[src/logic/rv_pkg.sv]
package rv_pkg;

  // machine widths
  localparam int xlen     = 64;
  localparam int reg_id_w = 5;
  localparam int inst_w   = 32;

  // first fetch address after reset
  localparam logic [xlen-1:0] reset_pc = 64'h8000_0000;

  // major opcodes, bits [6:0]
  localparam logic [6:0] op_imm    = 7'b0010011;
  localparam logic [6:0] op_reg    = 7'b0110011;
  localparam logic [6:0] op_lui    = 7'b0110111;
  localparam logic [6:0] op_auipc  = 7'b0010111;
  localparam logic [6:0] op_system = 7'b1110011;

  // funct codes for the add family
  localparam logic [2:0] funct3_add = 3'b000;
  localparam logic [6:0] funct7_add = 7'b0000000;
  // bit 30 set turns add into sub
  localparam logic [6:0] funct7_sub = 7'b0100000;

  // the one system word we accept
  localparam logic [inst_w-1:0] ebreak_word = 32'h0010_0073;

  // one instruction word, three field layouts
  typedef union packed {
    // register-register
    struct packed {
      logic [6:0]          funct7;
      logic [reg_id_w-1:0] rs2;
      logic [reg_id_w-1:0] rs1;
      logic [2:0]          funct3;
      logic [reg_id_w-1:0] rd;
      logic [6:0]          opcode;
    } r;
    // register-immediate
    struct packed {
      logic [11:0]         imm12;
      logic [reg_id_w-1:0] rs1;
      logic [2:0]          funct3;
      logic [reg_id_w-1:0] rd;
      logic [6:0]          opcode;
    } i;
    // upper immediate
    struct packed {
      logic [19:0]         imm20;
      logic [reg_id_w-1:0] rd;
      logic [6:0]          opcode;
    } u;
  } inst_t;

endpackage
[src/logic/reg_file.sv]
`timescale 1ns/10ps

module reg_file (
  input  logic                         clk,
  input  logic                         wen,
  input  logic [rv_pkg::reg_id_w-1:0]  rd,
  input  logic [rv_pkg::xlen-1:0]      wdata,
  input  logic [rv_pkg::reg_id_w-1:0]  rs1,
  input  logic [rv_pkg::reg_id_w-1:0]  rs2,
  output logic [rv_pkg::xlen-1:0]      rdata_1,
  output logic [rv_pkg::xlen-1:0]      rdata_2
);

  // entry 0 is never written
  logic [rv_pkg::xlen-1:0] regs [32];

  // x0 reads zero and a pending write is bypassed
  function automatic logic [rv_pkg::xlen-1:0] read_port(
    input logic [rv_pkg::reg_id_w-1:0] sel
  );
    if (sel == '0) begin
      return '0;
    end else if (wen && (rd == sel)) begin
      return wdata;
    end
    return regs[sel];
  endfunction

  // async read on both ports
  always_comb begin
    rdata_1 = read_port(rs1);
    rdata_2 = read_port(rs2);
  end

  // writes to x0 are dropped
  always_ff @(posedge clk) begin
    if (wen && (rd != '0)) begin
      regs[rd] <= wdata;
    end
  end

endmodule

[config.mk]
export PLATFORM = sky130hd
export DESIGN_NAME = reg_file
export DESIGN_NICKNAME = d
export VERILOG_FILES = /design/src/logic/rv_pkg.sv /design/src/logic/reg_file.sv
export SDC_FILE = /design/constraint.sdc
export NUM_CORES = 2
export LEC_CHECK = 0
export BUFFER_PORTS_ARGS = -buffer_cell sky130_fd_sc_hd__buf_4
export CORE_MARGIN = 1.5
export CORE_UTILIZATION = 55
export CTS_CLUSTER_SIZE = 12
export DETAILED_ROUTE_END_ITERATION = 8
export PLACE_DENSITY = 0.79
export SYNTH_ARGS = -nofsm -noshare
export SYNTH_HDL_FRONTEND = slang
export SYNTH_SLANG_ARGS = --single-unit
[constraint.sdc]
create_clock -name clk -period 8.31 [get_ports clk]
set_clock_uncertainty 0.15 [all_clocks]
set_input_delay 1.2465 -clock clk [delete_from_list [all_inputs] [get_ports clk]]
set_output_delay 1.2465 -clock clk [all_outputs]
set_load 0.02 [all_outputs]
==> impl_metrics.json <==
{
  "internal_power_uw": 16900,
  "cts_setup_buffers": 0,
  "netlist_area_um2": 94800,
  "worstPathMaxFanout": 63,
  "dp_hpwl_um": 146000,
  "drt.antenna.violating_nets": 0,
  "status": "complete, no violations",
  "arrival_ns": 5.07,
  "top_regs": "regs x2048",
  "coreArea_um2": 171000,
  "io_buffers": 208,
  "cts_tree": "done",
  "worst_ep_required_time_ns": 6.91,
  "leakage_uw": 0.0329,
  "clkPwrFrac_pct": 38.0,
  "setup_viol": 0,
  "cts_buffers": 204,
  "synth_top_area_cell": "edfxtp_1",
  "syn_avg_cell_area_um2": 20.1,
  "power_frac_comb_pct": 9.7,
  "fill_cells": 11600,
  "wl_per_cell_um": 36.6,
  "synthFlopType": "edfxtp_1",
  "vias_per_cell": 7.47,
  "area_growth_pct": 10.8,
  "start_util_pct": 55.3,
  "largest_register_ffs": 2048,
  "path_class": "primary input to output pin",
  "drt_iter0_markers": 8848,
  "grt_max_degree": 146,
  "min-delay-start": "wdata[22]",
  "grt_pass1_wl_um": 386000,
  "layout_commonest_cell": "edfxtp_1",
  "hold_end": "regs[5][22]$_DFFE_PP_",
  "dr.pass1.iters": 6,
  "worstMarginPinSlew_ns": 1.29,
  "stdcell_count": 7358,
  "min_period_over_period_pct": 77.8,
  "endpoint_kind": "output pin",
  "cp_cell_sequence": "buf_8, buf_4, nand2_1, o22ai_1, nor3_1, o21ai_0, buf_4",
  "die_w_um": 418,
  "slowest_stage": "buf_4",
  "peakVddDrop_v": 0.000232,
  "grt_use_total_pct": 30.9,
  "slew_headroom_pct": 13.5,
  "hold_buffers": 0,
  "whs_path_depth": 1,
  "path_delay_family": "buffers and inverters",
  "rsz0062_at_grt": "false",
  "cellPowerDensity_nw_per_um2": 211,
  "async_flop_share_pct": 0,
  "cp_common_cell": "buf_4",
  "layout_common_cells": "edfxtp_1 (2048), mux4_2 (981), buf_4 (296)",
  "place_ws_ns": 2.00,
  "yosys_warnings": 0,
  "worst_slack_ns": 1.85,
  "clock_path_buffers": 3,
  "synth.top_cell.area_share_pct": 64.9,
  "period_needed_ns": 6.46,
  "post_cts_resized": 0,
  "cap_violations": 0,
  "antenna_found_initial": 15,
  "hp-class": "primary input to register",
  "postSynthCellCount": 4707,
  "drt-total-wl_um": 269000,
  "synth-seq-area-share_pct": 64.9,
  "synth.area.top_cells": "edfxtp_1 (65%), mux4_2 (23%), mux2i_1 (2.0%)",
  "drive_gt1_share_pct": 32.3,
  "top_register": "regs",
  "tns_ns": 0,
  "dp.cells": 7009,
  "overflow": 0,
  "crit_buf_inv": 3,
  "slew_viol_final": 0,
  "fp.dieH_um": 418,
  "cts_root_buf": "clkbuf_16",
  "place_congestion": 0.870,
  "cp-start-kind": "primary input",
  "pwr-share-seq_pct": 52.3,
  "die_area_um2": 175000,
  "p_sw_uw": 5200,
  "synth-edff-count": 2048,
  "yosys.cell_types.count": 58,
  "cts.sinks": 2048,
  "htree_levels": 4,
  "io_pins": 209,
  "drc": 0,
  "row_count": 152,
  "via_count": 55000,
  "cp_slowest_stage_delay_ns": 0.90,
  "synth-seq-cells": 2048,
  "switching_share_pct": 23.5,
  "fmax_ghz": 0.155,
  "hold_viol": 0,
  "clk_pin_slew_ns": 0.06,
  "grt_pass1_vias": 55600,
  "nets": 4986
}
[layer usage]
metal  track usage, %  routed length, um  vias up
met3             6.15              32100      763
li1                 -                  -    21100
met5                0                 68        -
met4             16.5              15200       12
met1             40.2              90200    28700
met2             49.6             132000     4490
[cell families (layout without fill, tap and decap cells)]
logic type / Yosys count / count (layout) / share of synthesized area (%)
other: 1 / 75 / 0.00396
and+or+nand+nor: 374 / 374 / 1.99
muxes: 1191 / 1191 / 25.5
AOI/OAI and AO/OA: 681 / 681 / 5.40
DFF: 2048 / 2048 / 64.9
xor gates and xnor gates: 10 / 10 / 0.0924
buffers and inverters: 402 / 669 / 2.11
[how the worst max path moves through the flow]
stage | depth (start not counted) | start | endpoint | slack (ns)
CTS | 9 | rs2[1] | rdata_2[6] | 1.98
finish | 7 | rs2[1] | rdata_2[56] | 1.85
global route | 9 | rs2[1] | rdata_2[6] | 1.86
detailed placement | 7 | rs2[1] | rdata_2[56] | 2.00
global placement | 7 | rs2[1] | rdata_2[14] | 2.04
floorplan | 3 | rd[4] | regs[17][0]$_DFFE_PP_ | 2.94
[per-stage QoR]
stage | hold slack, ns | utilization (%) | power [uW] | cell area, um^2
floorplan | 1.20 | - | 13100 | 95000
global placement | 1.51 | 57.8 | 13900 | 99100
detailed placement | 1.52 | 57.8 | 13900 | 99100
CTS | 0.592 | 61.3 | 22200 | 105000
global route | 0.636 | 61.3 | 22700 | 105000
finish | 0.640 | 61.3 | 22100 | 105000
[power by group through the flow]
stage,Combinational (uW),Sequential [uW],Clock [uW]
after global routing,2240,11600,8830
after floorplan,1350,11800,0
final,2140,11600,8420
after detailed placement,2120,11800,0
after global placement,2090,11800,0
after CTS,2130,11600,8460
[area by class of cell]
class,count,area [um^2],share of cell area [%]
multi-input cells,2320,31900,30.3
flip-flops and latches,2048,61500,58.6
inverters,3,13.8,0.0131
repair buffers,328,2820,2.69
diodes,11,27.5,0.0262
well taps,2310,2890,2.75
clock buffers,269,5350,5.09
clock inverters,69,537,0.511
[synthesized netlist by cell type (3+ instances only)]
cell	n
nand3_1	6
nand2b_1	4
mux4_2	981
edfxtp_1	2048
a21oi_1	12
xnor2_1	10
o221ai_1	3
nor3_1	17
and2_1	46
nand2_1	95
buf_4	39
nor2_1	97
buf_1	33
a221oi_1	3
nor2b_1	71
a221o_1	106
or3_1	3
clkbuf_1	194
o21ai_2	3
buf_6	28
o22ai_1	150
buf_2	105
mux2_2	19
or2_2	7
nand3b_1	5
o21ai_0	32
a31oi_1	6
a22oi_1	130
mux2i_1	191
a211oi_1	214
nor4_1	5
or4_1	7
a22o_1	6
a211o_1	4
(Power assumes the default switching activity.)
