**src/logic/rv_pkg.sv**
```systemverilog
package rv_pkg;

  // machine widths
  localparam int xlen     = 64;
  localparam int reg_id_w = 5;
  localparam int inst_w   = 32;

  // first fetch address after reset
  localparam logic [xlen-1:0] reset_pc = 64'h8000_0000;

  // major opcodes, bits [6:0]
  localparam logic [6:0] op_imm    = 7'b0010011;
  localparam logic [6:0] op_reg    = 7'b0110011;
  localparam logic [6:0] op_lui    = 7'b0110111;
  localparam logic [6:0] op_auipc  = 7'b0010111;
  localparam logic [6:0] op_system = 7'b1110011;

  // funct codes for the add family
  localparam logic [2:0] funct3_add = 3'b000;
  localparam logic [6:0] funct7_add = 7'b0000000;
  // bit 30 set turns add into sub
  localparam logic [6:0] funct7_sub = 7'b0100000;

  // the one system word we accept
  localparam logic [inst_w-1:0] ebreak_word = 32'h0010_0073;

  // one instruction word, three field layouts
  typedef union packed {
    // register-register
    struct packed {
      logic [6:0]          funct7;
      logic [reg_id_w-1:0] rs2;
      logic [reg_id_w-1:0] rs1;
      logic [2:0]          funct3;
      logic [reg_id_w-1:0] rd;
      logic [6:0]          opcode;
    } r;
    // register-immediate
    struct packed {
      logic [11:0]         imm12;
      logic [reg_id_w-1:0] rs1;
      logic [2:0]          funct3;
      logic [reg_id_w-1:0] rd;
      logic [6:0]          opcode;
    } i;
    // upper immediate
    struct packed {
      logic [19:0]         imm20;
      logic [reg_id_w-1:0] rd;
      logic [6:0]          opcode;
    } u;
  } inst_t;

endpackage
```
**src/logic/decode_stage.sv**
```systemverilog
`timescale 1ns/10ps

module decode_stage (
  input  logic                         clk,
  input  logic                         rst_n,
  input  logic                         f_valid,
  input  logic [rv_pkg::inst_w-1:0]    f_inst,
  input  logic [rv_pkg::xlen-1:0]      f_pc,
  input  logic [rv_pkg::xlen-1:0]      rdata_1,
  input  logic [rv_pkg::xlen-1:0]      rdata_2,
  output logic [rv_pkg::reg_id_w-1:0]  rs1,
  output logic [rv_pkg::reg_id_w-1:0]  rs2,
  output logic                         stop,
  output logic                         d_valid,
  output logic [rv_pkg::xlen-1:0]      d_pc,
  output logic [rv_pkg::reg_id_w-1:0]  d_rd,
  output logic                         d_op1_src_pc,
  output logic                         d_use_imm,
  output logic                         d_sub,
  output logic [rv_pkg::xlen-1:0]      d_rs1_val,
  output logic [rv_pkg::xlen-1:0]      d_rs2_val,
  output logic [rv_pkg::xlen-1:0]      d_imm,
  output logic                         d_wen,
  output logic                         d_ebreak,
  output logic                         d_illegal
);

  rv_pkg::inst_t inst;
  logic is_addi;
  logic is_reg;
  logic is_sub;
  logic is_lui;
  logic is_auipc;
  logic is_ebreak;
  logic is_illegal;
  logic [rv_pkg::xlen-1:0] imm;
  // sticky halt request
  logic stop_q;
  // word is passed on to execute
  logic take;

  assign inst = f_inst;

  // opcode and funct fields sit in the same place in every view
  assign is_addi  = (inst.i.opcode == rv_pkg::op_imm) && (inst.i.funct3 == rv_pkg::funct3_add);
  assign is_sub   = (inst.r.funct7 == rv_pkg::funct7_sub);
  assign is_reg   = (inst.r.opcode == rv_pkg::op_reg) &&
                    (inst.r.funct3 == rv_pkg::funct3_add) &&
                    ((inst.r.funct7 == rv_pkg::funct7_add) || is_sub);
  assign is_lui   = (inst.u.opcode == rv_pkg::op_lui);
  assign is_auipc = (inst.u.opcode == rv_pkg::op_auipc);
  // only the exact encoding counts, any other system word is illegal
  assign is_ebreak  = (f_inst == rv_pkg::ebreak_word);
  assign is_illegal = ~(is_addi | is_reg | is_lui | is_auipc | is_ebreak);

  // i-type sign extends imm12, u-type puts imm20 at bit 12
  always_comb begin
    if (is_lui || is_auipc) begin
      imm = {{(rv_pkg::xlen - 32){inst.u.imm20[19]}}, inst.u.imm20, 12'b0};
    end else begin
      imm = {{(rv_pkg::xlen - 12){inst.i.imm12[11]}}, inst.i.imm12};
    end
  end

  // lui adds its immediate to x0
  assign rs1 = is_lui ? '0 : inst.r.rs1;
  assign rs2 = inst.r.rs2;

  // raised in the same cycle the halting word shows up
  assign stop = stop_q | (f_valid & (is_ebreak | is_illegal));
  // anything behind a halt is dropped
  assign take = f_valid & ~stop_q;

  always_ff @(posedge clk) begin
    if (!rst_n) begin
      stop_q  <= 1'b0;
      d_valid <= 1'b0;
    end else begin
      stop_q  <= stop;
      d_valid <= take;
    end
  end

  // operands and controls for execute
  always_ff @(posedge clk) begin
    if (take) begin
      d_pc         <= f_pc;
      d_rd         <= inst.r.rd;
      d_op1_src_pc <= is_auipc;
      // only register-register ops use rs2
      d_use_imm    <= ~is_reg;
      d_sub        <= is_reg & is_sub;
      d_rs1_val    <= rdata_1;
      d_rs2_val    <= rdata_2;
      d_imm        <= imm;
      d_wen        <= is_addi | is_reg | is_lui | is_auipc;
      d_ebreak     <= is_ebreak;
      d_illegal    <= is_illegal;
    end
  end

endmodule

```
**config.mk**
```make
export PLATFORM = sky130hd
export DESIGN_NAME = decode_stage
export DESIGN_NICKNAME = d
export VERILOG_FILES = /design/src/logic/rv_pkg.sv /design/src/logic/decode_stage.sv
export SDC_FILE = /design/constraint.sdc
export NUM_CORES = 1
export LEC_CHECK = 0
export BUFFER_PORTS_ARGS = -buffer_cell sky130_fd_sc_hd__clkbuf_2
export CORE_AREA = 2 2 198 200
export CTS_BUF_LIST = sky130_fd_sc_hd__clkbuf_16
export CTS_CLUSTER_DIAMETER = 40
export DETAILED_ROUTE_END_ITERATION = 12
export DIE_AREA = 0 0 200 202
export PLACE_DENSITY = 0.42
export SYNTH_ARGS = -nofsm -noshare
export SYNTH_HDL_FRONTEND = slang
export SYNTH_SLANG_ARGS = --single-unit
```
**constraint.sdc**
```tcl
create_clock -name clk -period 13.96 [get_ports clk]
set_input_delay 0.698 -clock clk [delete_from_list [all_inputs] [get_ports clk]]
set_output_delay 0.698 -clock clk [all_outputs]
set_load 0.1 [all_outputs]
```
==> results.cfg <==
[run_status]
status = finished, final reports clean

[clock_network]
cts_tree = yes
ctsResizeCount = 0
cts_root_buffer = clkbuf_16
clockBufferDepth = 3
cts_htree_levels = 2
numCtsBuffers = 40
clock-sinks = 237
clkTransAtPathRegs_ps = 50
clock_latency_ps = 530
hold_buffers = 0
post_cts_buffers = 0

[sta]
fin_ws_ps = 10930
drv_slew = 0
slew_headroom_pct = 29.8
worst_pin_slew_ps = 1050
hold_viol = 0
finClkSkew_ps = 13.9
period_share_pct = 21.7
fmax_mhz = 330
setup_viol = 0
timing.final.crit_period_ps = 3030
rsz0062_at_grt = false
tns_ps = 0

[worst_setup_path]
arrival_ps = 2340
critPathRequiredTime_ps = 13260
rr_startpoint = stop_q
crit_fanout = 32
worst-setup-path-type = input pin to output port
reg2reg_to = d_imm[16]
cp-start-kind = input pin
cp-end-kind = output port
r2r_slack_ps = 11190
worst-r2r-cell-count = 3

[layout]
areaGrowthSynthToFinish_pct = 53.7
fin_nets = 1082
layout-drive-gt1-share_pct = 65.2
multi_input_area_um2 = 484
fillCellCount = 3839
register_area_mm2 = 0.00710
n_antenna_cell = 0

[die]
die-area_mm2 = 0.0404
io-pin-count = 506
fp.dieH_um = 202
rows = 72
start_util_pct = 20.6
coreArea_mm2 = 0.0383
fp.dieW_um = 200

[routing]
remaining_drc_errors = 0
wl_per_cell_um = 16.7
vias_per_cell = 3.59
routed_wl_um = 23500
initialDrtViolationCount = 195
vias = 5037
antenna_left = 0
firstDrtPassIters = 4

[global_routing]
grt_pass1_wl_um = 32200
grt_pass1_vias = 5016
antenna_found_initial = 0
track_usage_pct = 11.0
grt_overflow = 0
grt_max_degree = 157

[yosys]
synth_nets = 573
yosysSeqAreaShare_pct = 90.1
syn_inst = 346
synth_area_mm2 = 0.00787
synth.distinct_cells = 25
synth_area_leaders = edfxtp_1, buf_4, a21o_1
syn_area_per_cell_um2 = 22.8
yosysTopAreaCell = edfxtp_1
synth_warnings = 0
ys_ff_latch = 237
synth_top_area_share_pct = 89.6

[hold_path]
hold_class = input pin to register
hold_path_depth = 1
hold_start = rdata_2[21]
hold_end = d_rs2_val[21]

[place]
port_buffers = 505
dp_hpwl_um = 17800
place_ws_ps = 10780
gp_congestion = 0.722

[power]
ir_drop_mv = 0.0961
power.leakage_nw = 5.29
power_density_mw_per_mm2 = 184

[job]
cap_violations = 0
how the worst max path moves through the flow:
stage	from	to	slack, ps	cells past startpoint
2_1_floorplan	f_valid	d_ebreak	2700	2
3_3_place_gp	f_valid	d_imm[3]	10720	5
3_5_place_dp	f_valid	d_pc[52]	10780	5
4_1_cts	f_inst[3]	rs1[2]	10900	7
5_1_grt	f_inst[3]	rs1[2]	10820	7
6_report	f_inst[4]	rs1[2]	10930	7
cell usage in the layout, fill, tap and decap left out, types with 2 or more instances in the layout:
| master | netlist | final |
|---|---|---|
| clkbuf_2 | 0 | 505 |
| edfxtp_1 | 235 | 235 |
| clkbuf_16 | 0 | 41 |
| a21o_1 | 19 | 19 |
| nor2b_1 | 13 | 13 |
| inv_1 | 1 | 9 |
| and2_1 | 6 | 6 |
| clkinv_4 | 0 | 6 |
| nand2_1 | 5 | 5 |
| clkinv_1 | 0 | 5 |
| nor4_1 | 4 | 4 |
| nor2_1 | 5 | 4 |
| inv_8 | 0 | 4 |
| clkinv_2 | 0 | 3 |
| bufinv_16 | 0 | 3 |
| buf_4 | 37 | 3 |
| nor4b_1 | 2 | 2 |
| dfxtp_1 | 2 | 2 |
metrics by stage:
stage / power, mW / std cells / hold WS (ps) / cell area [µm²] / util (%)
finish: 2.22 / 1403 / 340 / 12100 / 31.6
global route: 2.31 / 1403 / 290 / 12100 / 31.6
CTS: 2.26 / 1403 / 294 / 12100 / 31.6
detailed placement: 1.30 / 1331 / 491 / 10800 / 28.2
global placement: 1.30 / 1331 / 480 / 10800 / 28.2
floorplan: 1.24 / 346 / 435 / 7870 / -
cells by family (layout without fill, tap and decap cells):
family                 Yosys count  in the layout  share of synthesized area [%]
AOI/OAI and AO/OA               23             23                           2.27
DFF                            237            237                           90.1
and+or+nand+nor                 42             42                           3.70
buffers and inverters           44            583                           3.89
state kept, by name (all words and copies together) (netlist names), 5 cells and up:
| register | flops |
|---|---|
| d_imm | 32 |
| d_pc | 64 |
| d_rd | 5 |
| d_rs1_val | 64 |
| d_rs2_val | 64 |
power by group:
group / internal, mW / leakage [nW] / switching [mW] / total [mW]
clock: 0.594 / 0.663 / 0.344 / 0.938
combinational: 0.0546 / 2.39 / 0.382 / 0.437
sequential: 0.835 / 2.24 / 0.0118 / 0.847
total: 1.48 / 5.29 / 0.738 / 2.22
layer usage:
layer | routed length [µm] | GRT usage, % | vias up
met5 | 0 | 0 | -
met2 | 11700 | 18.6 | 276
met1 | 8600 | 12.0 | 2373
met4 | 571 | 4.39 | 0
li1 | - | - | 2345
met3 | 2600 | 4.87 | 43
Yosys cell counts:
cell type and count:
dfxtp_1 2, and2_1 6, inv_2 1, inv_1 1, and3_1 1, nor2b_1 13, a21o_1 19, buf_4 37
clkbuf_1 3, or3_4 1, or4b_4 1, nor4b_1 2, a211oi_2 1, nor2_1 5, edfxtp_1 235, nand4_1 1
o21bai_1 1, a21boi_2 1, buf_2 2, nor3_2 1, nor4_4 1, nor4_1 4, o21ai_1 1, nand4b_4 1
nand2_1 5
area by class of cell:
cell class                      instances  share of cell area, %
Multi-Input combinational cell         65                   4.00
Timing Repair Buffer                  509                   21.2
Clock inverter                         31                   2.21
Clock buffer                           41                   8.48
Inverter                                2                 0.0620
Tap cell                              518                   5.36
Sequential cell                       237                   58.6
critical path, stage by stage:
cell	delay [ps]
clkbuf_2	130
nand4b_4	170
nor3_4	140
buf_4	340
nand2_1	250
and2_1	220
clkbuf_2	380
Power figures use the tool's default switching activity.
