`src/logic/rv_pkg.sv`:
```
package rv_pkg;

  // machine widths
  localparam int xlen     = 64;
  localparam int reg_id_w = 5;
  localparam int inst_w   = 32;

  // first fetch address after reset
  localparam logic [xlen-1:0] reset_pc = 64'h8000_0000;

  // major opcodes, bits [6:0]
  localparam logic [6:0] op_imm    = 7'b0010011;
  localparam logic [6:0] op_reg    = 7'b0110011;
  localparam logic [6:0] op_lui    = 7'b0110111;
  localparam logic [6:0] op_auipc  = 7'b0010111;
  localparam logic [6:0] op_system = 7'b1110011;

  // funct codes for the add family
  localparam logic [2:0] funct3_add = 3'b000;
  localparam logic [6:0] funct7_add = 7'b0000000;
  // bit 30 set turns add into sub
  localparam logic [6:0] funct7_sub = 7'b0100000;

  // the one system word we accept
  localparam logic [inst_w-1:0] ebreak_word = 32'h0010_0073;

  // one instruction word, three field layouts
  typedef union packed {
    // register-register
    struct packed {
      logic [6:0]          funct7;
      logic [reg_id_w-1:0] rs2;
      logic [reg_id_w-1:0] rs1;
      logic [2:0]          funct3;
      logic [reg_id_w-1:0] rd;
      logic [6:0]          opcode;
    } r;
    // register-immediate
    struct packed {
      logic [11:0]         imm12;
      logic [reg_id_w-1:0] rs1;
      logic [2:0]          funct3;
      logic [reg_id_w-1:0] rd;
      logic [6:0]          opcode;
    } i;
    // upper immediate
    struct packed {
      logic [19:0]         imm20;
      logic [reg_id_w-1:0] rd;
      logic [6:0]          opcode;
    } u;
  } inst_t;

endpackage
```
`src/logic/execute_stage.sv`:
```
`timescale 1ns/10ps

module execute_stage (
  input  logic                         clk,
  input  logic                         rst_n,
  input  logic                         d_valid,
  input  logic [rv_pkg::xlen-1:0]      d_pc,
  input  logic [rv_pkg::reg_id_w-1:0]  d_rd,
  input  logic                         d_op1_src_pc,
  input  logic                         d_use_imm,
  input  logic                         d_sub,
  input  logic [rv_pkg::xlen-1:0]      d_rs1_val,
  input  logic [rv_pkg::xlen-1:0]      d_rs2_val,
  input  logic [rv_pkg::xlen-1:0]      d_imm,
  input  logic                         d_wen,
  input  logic                         d_ebreak,
  input  logic                         d_illegal,
  output logic                         wen,
  output logic [rv_pkg::reg_id_w-1:0]  rd,
  output logic [rv_pkg::xlen-1:0]      wdata,
  output logic                         retire_valid,
  output logic [rv_pkg::xlen-1:0]      retire_pc,
  output logic [rv_pkg::reg_id_w-1:0]  retire_rd,
  output logic [rv_pkg::xlen-1:0]      retire_data,
  output logic                         halted,
  output logic                         illegal
);

  logic [rv_pkg::xlen-1:0] op1;
  logic [rv_pkg::xlen-1:0] op2;
  logic [rv_pkg::xlen-1:0] result;
  // register actually changes, x0 excluded
  logic writes_reg;

  // auipc takes the pc, everything else rs1 (x0 for lui)
  assign op1    = d_op1_src_pc ? d_pc : d_rs1_val;
  assign op2    = d_use_imm ? d_imm : d_rs2_val;
  assign result = d_sub ? (op1 - op2) : (op1 + op2);

  // write back at the end of the d_valid cycle
  assign wen        = d_valid & d_wen;
  assign rd         = d_rd;
  assign wdata      = result;
  assign writes_reg = wen & (d_rd != '0);

  always_ff @(posedge clk) begin
    if (!rst_n) begin
      retire_valid <= 1'b0;
      halted       <= 1'b0;
      illegal      <= 1'b0;
    end else begin
      retire_valid <= d_valid;
      // sticky until reset
      if (d_valid && (d_ebreak || d_illegal)) begin
        halted <= 1'b1;
      end
      if (d_valid && d_illegal) begin
        illegal <= 1'b1;
      end
    end
  end

  // trace payload
  always_ff @(posedge clk) begin
    if (d_valid) begin
      retire_pc   <= d_pc;
      // ebreak and illegal report no destination
      retire_rd   <= d_wen ? d_rd : '0;
      // x0 target reads back zero
      retire_data <= writes_reg ? result : '0;
    end
  end

endmodule

```
`config.mk`:
```
export PLATFORM = sky130hd
export DESIGN_NAME = execute_stage
export DESIGN_NICKNAME = d
export VERILOG_FILES = /design/src/logic/rv_pkg.sv /design/src/logic/execute_stage.sv
export SDC_FILE = /design/constraint.sdc
export NUM_CORES = 1
export LEC_CHECK = 0
export ABC_AREA = 1
export BUFFER_PORTS_ARGS = -buffer_cell sky130_fd_sc_hd__clkbuf_2
export CAP_MARGIN = 20
export CORE_MARGIN = 5
export CORE_UTILIZATION = 25
export DETAILED_ROUTE_END_ITERATION = 6
export GPL_TIMING_DRIVEN = 0
export MAX_ROUTING_LAYER = met4
export PLACE_DENSITY = 0.52
export SLEW_MARGIN = 40
export SYNTH_ARGS = -nofsm -noshare
export SYNTH_HDL_FRONTEND = slang
export SYNTH_SLANG_ARGS = --single-unit
export TNS_END_PERCENT = 100
```
`constraint.sdc`:
```
create_clock -name clk -period 4.8 [get_ports clk]
set_input_delay 0.96 -clock clk [delete_from_list [all_inputs] [get_ports clk]]
set_output_delay 0.96 -clock clk [all_outputs]
set_load 0.01 [all_outputs]
```
==> results.ini, run 1 <==
[timing]
max_freq_mhz=184
worst_slack_ns=-0.627
skew_ns=0
period_needed_ns=5.43
setup_violations=50
final_hold_viol_count=0
grt_setup_unrepaired=true
drv_slew=0
fin_crit_sh=1.13
tightest_slew_ns=0.856
relSlewSlack=0.429
holdWs_ns=0.469

[route]
vias=16605
routed_wl_um=71600
drt_drc_violations_left=0
first_iter_violations=780
wl_per_cell_um=19.4
drtAntennaViolNets=0
routed_via_density=4.51
dr.pass1.iters=5

[placement]
io_buffers=474
dp_cells=3525
gp_congestion=0.996
dp_slack_ns=-1.37
dpl_cell_area_um2=18000
dp.final_hpwl_um=60100

[logic_synthesis]
syn_nets=2617
yosysWarnings=0
synth_edf_count=133
yosysSeqAreaShare=0.281
syn_inst=2282
ys.flop_type=edfxtp_1
ys_types=44
synth-seq-cells=136
synthArstFlopShare=0
synth_area_um2=14400
synth_area_per_cell_um2=6.32

[min_path]
hold_class=flop to flop

[die]
die_x_um=250
die_height_um=250
top_level_ports=476
rows=88
coreArea_um2=57500
start_util=0.251
die_area_um2=62600

[setup_path]
critical_path_class=input port to primary output
required_ns=3.84
start_kind=input port
cpMostUsedCell=nand2_1
worstPathArrival_ns=4.47
end_kind=primary output
cpPeakStageDelay_ns=0.34
cp_max_fo=8
cp_top_family=simple AND/OR/NAND/NOR gates
cp_slowest_cell=ha_4
cp_num_buf_inv=7

[global_routing]
grt_max_degree=68
grt_pass1_vias=16048
overflow=0
antenna_found_initial=1
grt_pass1_wl_um=100000
grtUsageTotal=0.221

[cts]
cts.htree.levels=4
insertion_delay_ns=0.47
cts_tree=built
cts-root-buf=clkbuf_16
path_clk_slew_ns=0.07
cts_sinks=136
cts_buffers=17
clk_path_buf_depth=2

[cells_and_area]
finish.utilization=0.411
area_growth_pct=63.9
drive_above_1_share=0.503
finalNetCount=3238
final_cell_area_um2=23700
final-instance-count-excl-fill=3682

[pwr]
powerDensity_nw_per_um2=295
p_leak_uw=0.0113
ir_drop_v=0.000304

[run]
drv_cap=0

[outcome]
outcome=complete, but fails checks
failed_checks=setup timing

cell usage after synthesis, drive strengths merged, types with 19 or more instances:
library cell / count / share of area
nand3: 74 / 0.026
buf: 27 / 0.017
mux2: 63 / 0.049
a21oi: 82 / 0.028
xnor2: 23 / 0.014
xor2: 65 / 0.039
nand2: 852 / 0.22
inv: 394 / 0.10
o21ai: 78 / 0.029
ha: 64 / 0.055
clkbuf: 19 / 0.0049
nor2: 320 / 0.088
edfxtp: 133 / 0.28
final cells by class:
class | count | area, um^2
antenna | 1 | 2.50
inverter | 395 | 1500
timing repair buffer | 603 | 3600
clock inverter | 14 | 141
clock buffer | 18 | 429
tap | 765 | 957
fill | 6079 | 33800
multi-input combinational | 1705 | 12600
sequential | 136 | 4050
buffer | 45 | 403
placed cells by master, fill, tap and decap left out, types with 26 or more instances in the layout:
cell type and instances:
nand2_1 605, clkbuf_2 457, inv_1 331, nand2_2 194
nor2_1 163, edfxtp_1 133, buf_4 119, nor2_2 86
nor2_4 71, mux2_2 63, inv_2 57, nand2_4 52
ha_4 52, nand3_1 51, a21oi_2 43, buf_6 31
o21ai_1 30, xor2_2 27, o21ai_2 26, xor2_4 26
stage by stage:
step / power, uW / TNS [ns]
after floorplan: 3100 / -0.254
after global placement: 4300 / -98.29
after detailed placement: 4320 / -70.59
after CTS: 6200 / -26.10
after global routing: 7380 / -31.20
final: 6970 / -20.90
report_power, final:
part           switching [uW]  internal, uW
sequential               28.7          1440
clock                     610           725
combinational            2480          1690
per-layer routing:
| layer | track usage | share of wire | vias to the layer above |
|---|---|---|---|
| li1 | - | - | 8312 |
| met1 | 0.281 | 0.44 | 7786 |
| met5 | - | 0 | - |
| met4 | 0.0501 | 0.020 | 0 |
| met2 | 0.371 | 0.49 | 448 |
| met3 | 0.0377 | 0.046 | 59 |
tightest hold or removal path: stages (launching register included):
cell and delay [ns]:
dfxtp_1 0.31, inv_1 0.04, a21boi_0 0.07
final timing paths:
path	from	slack [ns]	cells after the start	to
max	d_use_imm	-0.63	28	wdata[61]
min	illegal	0.47	2	illegal
max reg2reg	halted	4.18	2	halted
min reg2reg	illegal	0.47	2	illegal
flip-flops by register name, summed over array words and instances (netlist names):
| name | flops |
|---|---|
| illegal | 1 |
| retire_pc | 64 |
| retire_data | 64 |
| retire_rd | 5 |
| retire_valid | 1 |
| halted | 1 |
what timing repair did:
item	in CTS	in global routing
cloned	1	0
setup buffers	61	63
pin swaps	133	242
endpoints found under the hold margin	0	0
gates resized for setup	391	617
endpoints found under the setup margin	58	56
hold buffers	0	0
cell families (layout without fill, tap and decap cells):
family                     Yosys count  count (layout)  synth area share
and+or+nand+nor                   1309            1309             0.366
buffers and inverters              441            1075             0.125
AOI/OAI and AO/OA                  179             179            0.0683
DFF                                136             136             0.281
xor gates and xnor gates            88              88            0.0534
adders and majority gates           65              65            0.0569
muxes                               64              64            0.0499
other                                0               1                 0
Power figures use the tool's default switching activity.
==> run 2, diff against run 1 <==
--- a/config.mk
+++ b/config.mk
@@ -14,6 +14,7 @@
 export GPL_TIMING_DRIVEN = 0
 export MAX_ROUTING_LAYER = met4
 export PLACE_DENSITY = 0.52
+export RECOVER_POWER = 50
 export SLEW_MARGIN = 40
 export SYNTH_ARGS = -nofsm -noshare
 export SYNTH_HDL_FRONTEND = slang
==> run 2 against run 1 <==
Net effect:
- the run ends with capacitance limit, slew limit, setup timing left
- sequential power about the same
- critical path depth did not move
- clock power about the same
- die area unchanged
- hold slack got worse by 0.0025 ns
- flip-flop and latch count unchanged
- maximum frequency is 0.13% lower
- via count is essentially flat
- core utilization shrank 0.22 points
- final area down 0.53%
- highest routed layer unchanged
==> results.ini, run 2 (synthesized netlist as in run 1, its figures left out) <==
[setup_path]
required_ns=3.84
worstPathArrival_ns=4.47
cp_max_fo=8
cp_num_cells=28
start_kind=input port
cp_top_family=simple AND/OR/NAND/NOR gates
cpPeakStageDelay_ns=0.34
critical_path_class=input port to primary output
cpMostUsedCell=nand2_1
cp_num_buf_inv=7
r2r_cells=2
end_kind=primary output
reg2reg_slack_ns=4.18
cp_slowest_cell=ha_4

[timing]
drv_slew=142
setup_violations=51
relSlewSlack=-0.870
max_freq_mhz=184
final_hold_viol_count=0
worst_slack_ns=-0.634
fin_crit_sh=1.13
skew_ns=0
grt_setup_unrepaired=true
tightest_slew_ns=2.80
period_needed_ns=5.43

[min_path]
whs_path_depth=2
hold_class=flop to flop

[cts]
insertion_delay_ns=0.47
ctsHoldBuffers=0
cts_sinks=136
cts_tree=built
cts_buffers=17
path_clk_slew_ns=0.07
cts.htree.levels=4
cts-root-buf=clkbuf_16
clk_path_buf_depth=2

[placement]
io_buffers=474
dpl_cell_area_um2=18000
dp.final_hpwl_um=60100
dp_slack_ns=-1.37
gp_congestion=0.996

[run]
drv_cap=3

[die]
die_area_um2=62600
die_height_um=250
top_level_ports=476
start_util=0.251
die_x_um=250
coreArea_um2=57500
rows=88

[pwr]
swShare=0.448
p_sw_uw=3120
power_frac_comb=0.597
internal_power_uw=3850
p_leak_uw=0.0111
p_seq_frac=0.211
clkPwrFrac=0.191
total_power_uw=6960
powerDensity_nw_per_um2=296
ir_drop_v=0.000303

[route]
drt_drc_violations_left=0
dr.pass1.iters=5
first_iter_violations=841
routed_via_density=4.51
wl_per_cell_um=19.5
vias=16596
drtAntennaViolNets=0
routed_wl_um=71700

[cells_and_area]
drive_above_1_share=0.484
area_growth_pct=63.0
final_common_cell=nand2_1
finalNetCount=3238
multi_input_area_um2=12600
final_cell_area_um2=23500
mostFrequentLayoutCells=nand2_1 (605), clkbuf_2 (402), inv_1 (331), nand2_2 (194), nor2_1 (163)
layout_top_registers=retire_data (64), retire_pc (64), retire_rd (5)
nFillCells=6114
register_area_um2=4050

[global_routing]
grt_pass1_vias=16048
grt_pass1_wl_um=100000
grt_max_degree=68
antenna_found_initial=1
overflow=0
grtUsageTotal=0.221

[outcome]
failed_checks=capacitance limit, slew limit, setup timing
outcome=complete, but fails checks

==> run 2: cell types whose count changed in the layout (fill, tap and decap cells not counted), sizes merged <==
cell,before,now
clkbuf,491,492
buf,174,173
==> run 2: metrics by stage <==
stage / std cells / utilization / TNS, ns / hold slack (ns)
after floorplan: 2282 / - / -0.254 / 0.481
after global placement: 3521 / 0.311 / -98.29 / 0.447
after detailed placement: 3525 / 0.313 / -70.59 / 0.454
after CTS: 3619 / 0.361 / -26.10 / 0.465
after global routing: 3682 / 0.409 / -32.18 / 0.483
final: 3682 / 0.409 / -21.24 / 0.466
==> run 2: layout make-up <==
| class | instances | area share |
|---|---|---|
| Sequential cell | 136 | 0.172 |
| Inverter | 395 | 0.0639 |
| Tap cell | 765 | 0.0407 |
| Antenna cell | 1 | 0.000106 |
| Multi-Input combinational cell | 1705 | 0.534 |
| Timing Repair Buffer | 603 | 0.148 |
| Clock buffer | 18 | 0.0182 |
| Clock inverter | 14 | 0.00601 |
| Buffer | 45 | 0.0171 |
==> run 2: worst paths after layout <==
kind              from        end
min            illegal    illegal
min reg2reg    illegal    illegal
max          d_use_imm  wdata[61]
max reg2reg     halted     halted
==> run 2: timing repair <==
item | CTS | global route
pin swaps | 133 | 242
cloned | 1 | 0
resized for setup | 391 | 617
setup endpoints to repair | 58 | 56
buffers inserted | 61 | 63
==> run 2: per-layer routing <==
layer	part of all wire	up-vias	global-route usage
met2	0.49	473	0.371
met4	0.020	0	0.0501
met5	0	-	-
li1	-	8305	-
met1	0.44	7760	0.281
met3	0.049	58	0.0377
==> run 2: worst register-to-register path: cells and delay by family (launching register included) <==
kind            cells  cell delay [ns]
compound gates      1             0.14
buf+inv             1             0.06
flops               1             0.31
==> run 2: power by group through the flow <==
stage                     sequential, uW  combinational (uW)  clock (uW)
after global routing                1480                4460        1420
after global placement              1500                2800           0
after CTS                           1470                3340        1390
after detailed placement            1500                2820           0
after floorplan                     1560                1540           0
final                               1470                4160        1330
==> run 3, diff against run 2 <==
--- a/config.mk
+++ b/config.mk
@@ -6,14 +6,15 @@
 export NUM_CORES = 1
 export LEC_CHECK = 0
 export ABC_AREA = 1
-export BUFFER_PORTS_ARGS = -buffer_cell sky130_fd_sc_hd__clkbuf_2
 export CAP_MARGIN = 20
 export CORE_MARGIN = 5
 export CORE_UTILIZATION = 25
 export DETAILED_ROUTE_END_ITERATION = 6
+export DONT_BUFFER_PORTS = 1
 export GPL_TIMING_DRIVEN = 0
+export HOLD_SLACK_MARGIN = 0.06
 export MAX_ROUTING_LAYER = met4
-export PLACE_DENSITY = 0.52
+export PLACE_DENSITY = 0.43
 export RECOVER_POWER = 50
 export SLEW_MARGIN = 40
 export SYNTH_ARGS = -nofsm -noshare
==> constraint.sdc (replaced) <==
create_clock -name clk -period 5.6 [get_ports clk]
set_input_delay 1.12 -clock clk [delete_from_list [all_inputs] [get_ports clk]]
set_output_delay 1.12 -clock clk [all_outputs]
set_load 0.01 [all_outputs]
==> run 3 against run 2 <==
Net effect:
- the flow now finishes without violations
- sequential power fell by 9%
- final area is 18% lower
- cell count is 14% lower
==> results.ini, run 3 (synthesized netlist as in run 1, its figures left out) <==
[outcome]
outcome=finished clean

[placement]
dpl_cell_area_um2=15400
dp.final_hpwl_um=59400
gp_congestion=0.940
io_buffers=0

[die]
coreArea_um2=57500
die_height_um=250
start_util=0.251
die_area_um2=62600
die_x_um=250
top_level_ports=476
rows=88

[setup_path]
critPathLaunch=d_use_imm
rr_startpoint=halted
cp_max_fo=7
worstPathArrival_ns=4.46
cpMostUsedCell=nand2_2
end_kind=primary output
r2r_cells=2
cpPeakStageDelay_ns=0.29
cp-endpoint=wdata[63]
cp_num_cells=27
start_kind=input port
critical_path_class=input port to primary output
reg2reg_slack_ns=4.90
cp_top_family=simple AND/OR/NAND/NOR gates
r2r_end=halted
cp_slowest_cell=ha_4
required_ns=4.48
cp_num_buf_inv=5

[cells_and_area]
final_common_cell=nand2_1
drive_above_1_share=0.311
mostFrequentLayoutCells=nand2_1 (699), inv_1 (347), nor2_1 (183), edfxtp_1 (133), nand2_2 (130)
layout_top_registers=retire_data (64), retire_pc (64), retire_rd (5)
area_growth_pct=33.6
final_cell_area_um2=19300
nFillCells=6326
finalNetCount=2705

[pwr]
powerDensity_nw_per_um2=262
ir_drop_v=0.000267
p_leak_uw=0.00870

[timing]
tightest_slew_ns=0.796
relSlewSlack=0.469
grt_setup_unrepaired=true
period_needed_ns=5.58
skew_ns=0
setup_violations=0
max_freq_mhz=179
fin_crit_sh=0.996
final_hold_viol_count=0
drv_slew=0
setup_tns_ns=0

[global_routing]
grt_max_degree=138
grtUsageTotal=0.218
antenna_found_initial=0
grt_pass1_vias=14462
overflow=0
grt_pass1_wl_um=96900

[cts]
cts_tree=built
cts-root-buf=clkbuf_16
cts.htree.levels=4
path_clk_slew_ns=0.07
cts_sinks=136
ctsHoldBuffers=0
insertion_delay_ns=0.49
clk_path_buf_depth=2
cts_buffers=17

[run]
drv_cap=0

[route]
dr.pass1.iters=7
first_iter_violations=748
drtAntennaViolNets=0
routed_wl_um=69500
vias=14694
routed_via_density=4.66
drt_drc_violations_left=0
wl_per_cell_um=22.1

[min_path]
worstHoldStart=illegal
hold_class=flop to flop

-- run 3: cell types whose count changed in the layout (fill, tap and decap cells not counted), moves of 30 or more --
cell,before,now
clkbuf_2,402,7
nand2_1,605,699
nand2_2,194,130
clkbuf_1,71,12
buf_4,119,70
nand2_4,52,22
-- run 3: worst min-delay path: stages, from the launching register on --
cell	delay, ns
dfxtp_1	0.36
inv_1	0.06
a21boi_0	0.07
-- run 3: final cells by class --
type / count / area, um^2 / share of cell area
Sequential cell: 136 / 4050 / 0.210
Buffer: 46 / 409 / 0.0212
Inverter: 395 / 1490 / 0.0773
Clock buffer: 17 / 425 / 0.0221
Timing Repair Buffer: 69 / 598 / 0.0310
Antenna cell: 3 / 7.51 / 0.000389
Clock inverter: 15 / 158 / 0.00817
Multi-Input combinational cell: 1705 / 11200 / 0.580
Tap cell: 765 / 957 / 0.0496
-- run 3: worst min-delay path by stage --
stage | endpoint | slack [ns] | cells after the start
floorplan | illegal | 0.48 | 2
global placement | illegal | 0.53 | 2
detailed placement | illegal | 0.52 | 2
CTS | illegal | 0.54 | 2
global route | illegal | 0.57 | 2
finish | illegal | 0.53 | 2
-- run 3: repair_timing --
| item | 4_1_cts | 5_1_grt |
|---|---|---|
| pin swaps | 94 | 178 |
| cloned | 2 | 0 |
| setup endpoints to repair | 51 | 50 |
| gates resized for setup | 311 | 385 |
| setup buffers | 29 | 36 |
-- run 3: layer usage --
metal | up-vias | part of all wire | GRT usage
met2 | 416 | 0.49 | 0.363
met5 | - | 0 | -
met3 | 56 | 0.047 | 0.0398
met1 | 6988 | 0.44 | 0.276
li1 | 7234 | - | -
met4 | 0 | 0.022 | 0.0511
-- run 3: metrics by stage --
stage               power [uW]  utilization  setup slack, ns  hold WS (ns)  cells
CTS                       4810        0.305          -0.0942         0.536   3112
finish                    5050        0.336           0.0209         0.533   3151
global route              5390        0.335          -0.0656         0.568   3148
detailed placement        3320        0.268            -1.01         0.525   3049
floorplan                 2640            -            0.310         0.481   2282
global placement          3320        0.268            -1.01         0.526   3047
-- run 3: power breakdown --
part / total, uW / internal (uW) / switching [uW]
clock network: 1160 / 627 / 533
registers: 1340 / 1240 / 98.2
logic: 2550 / 866 / 1690
total: 5050 / 2730 / 2320
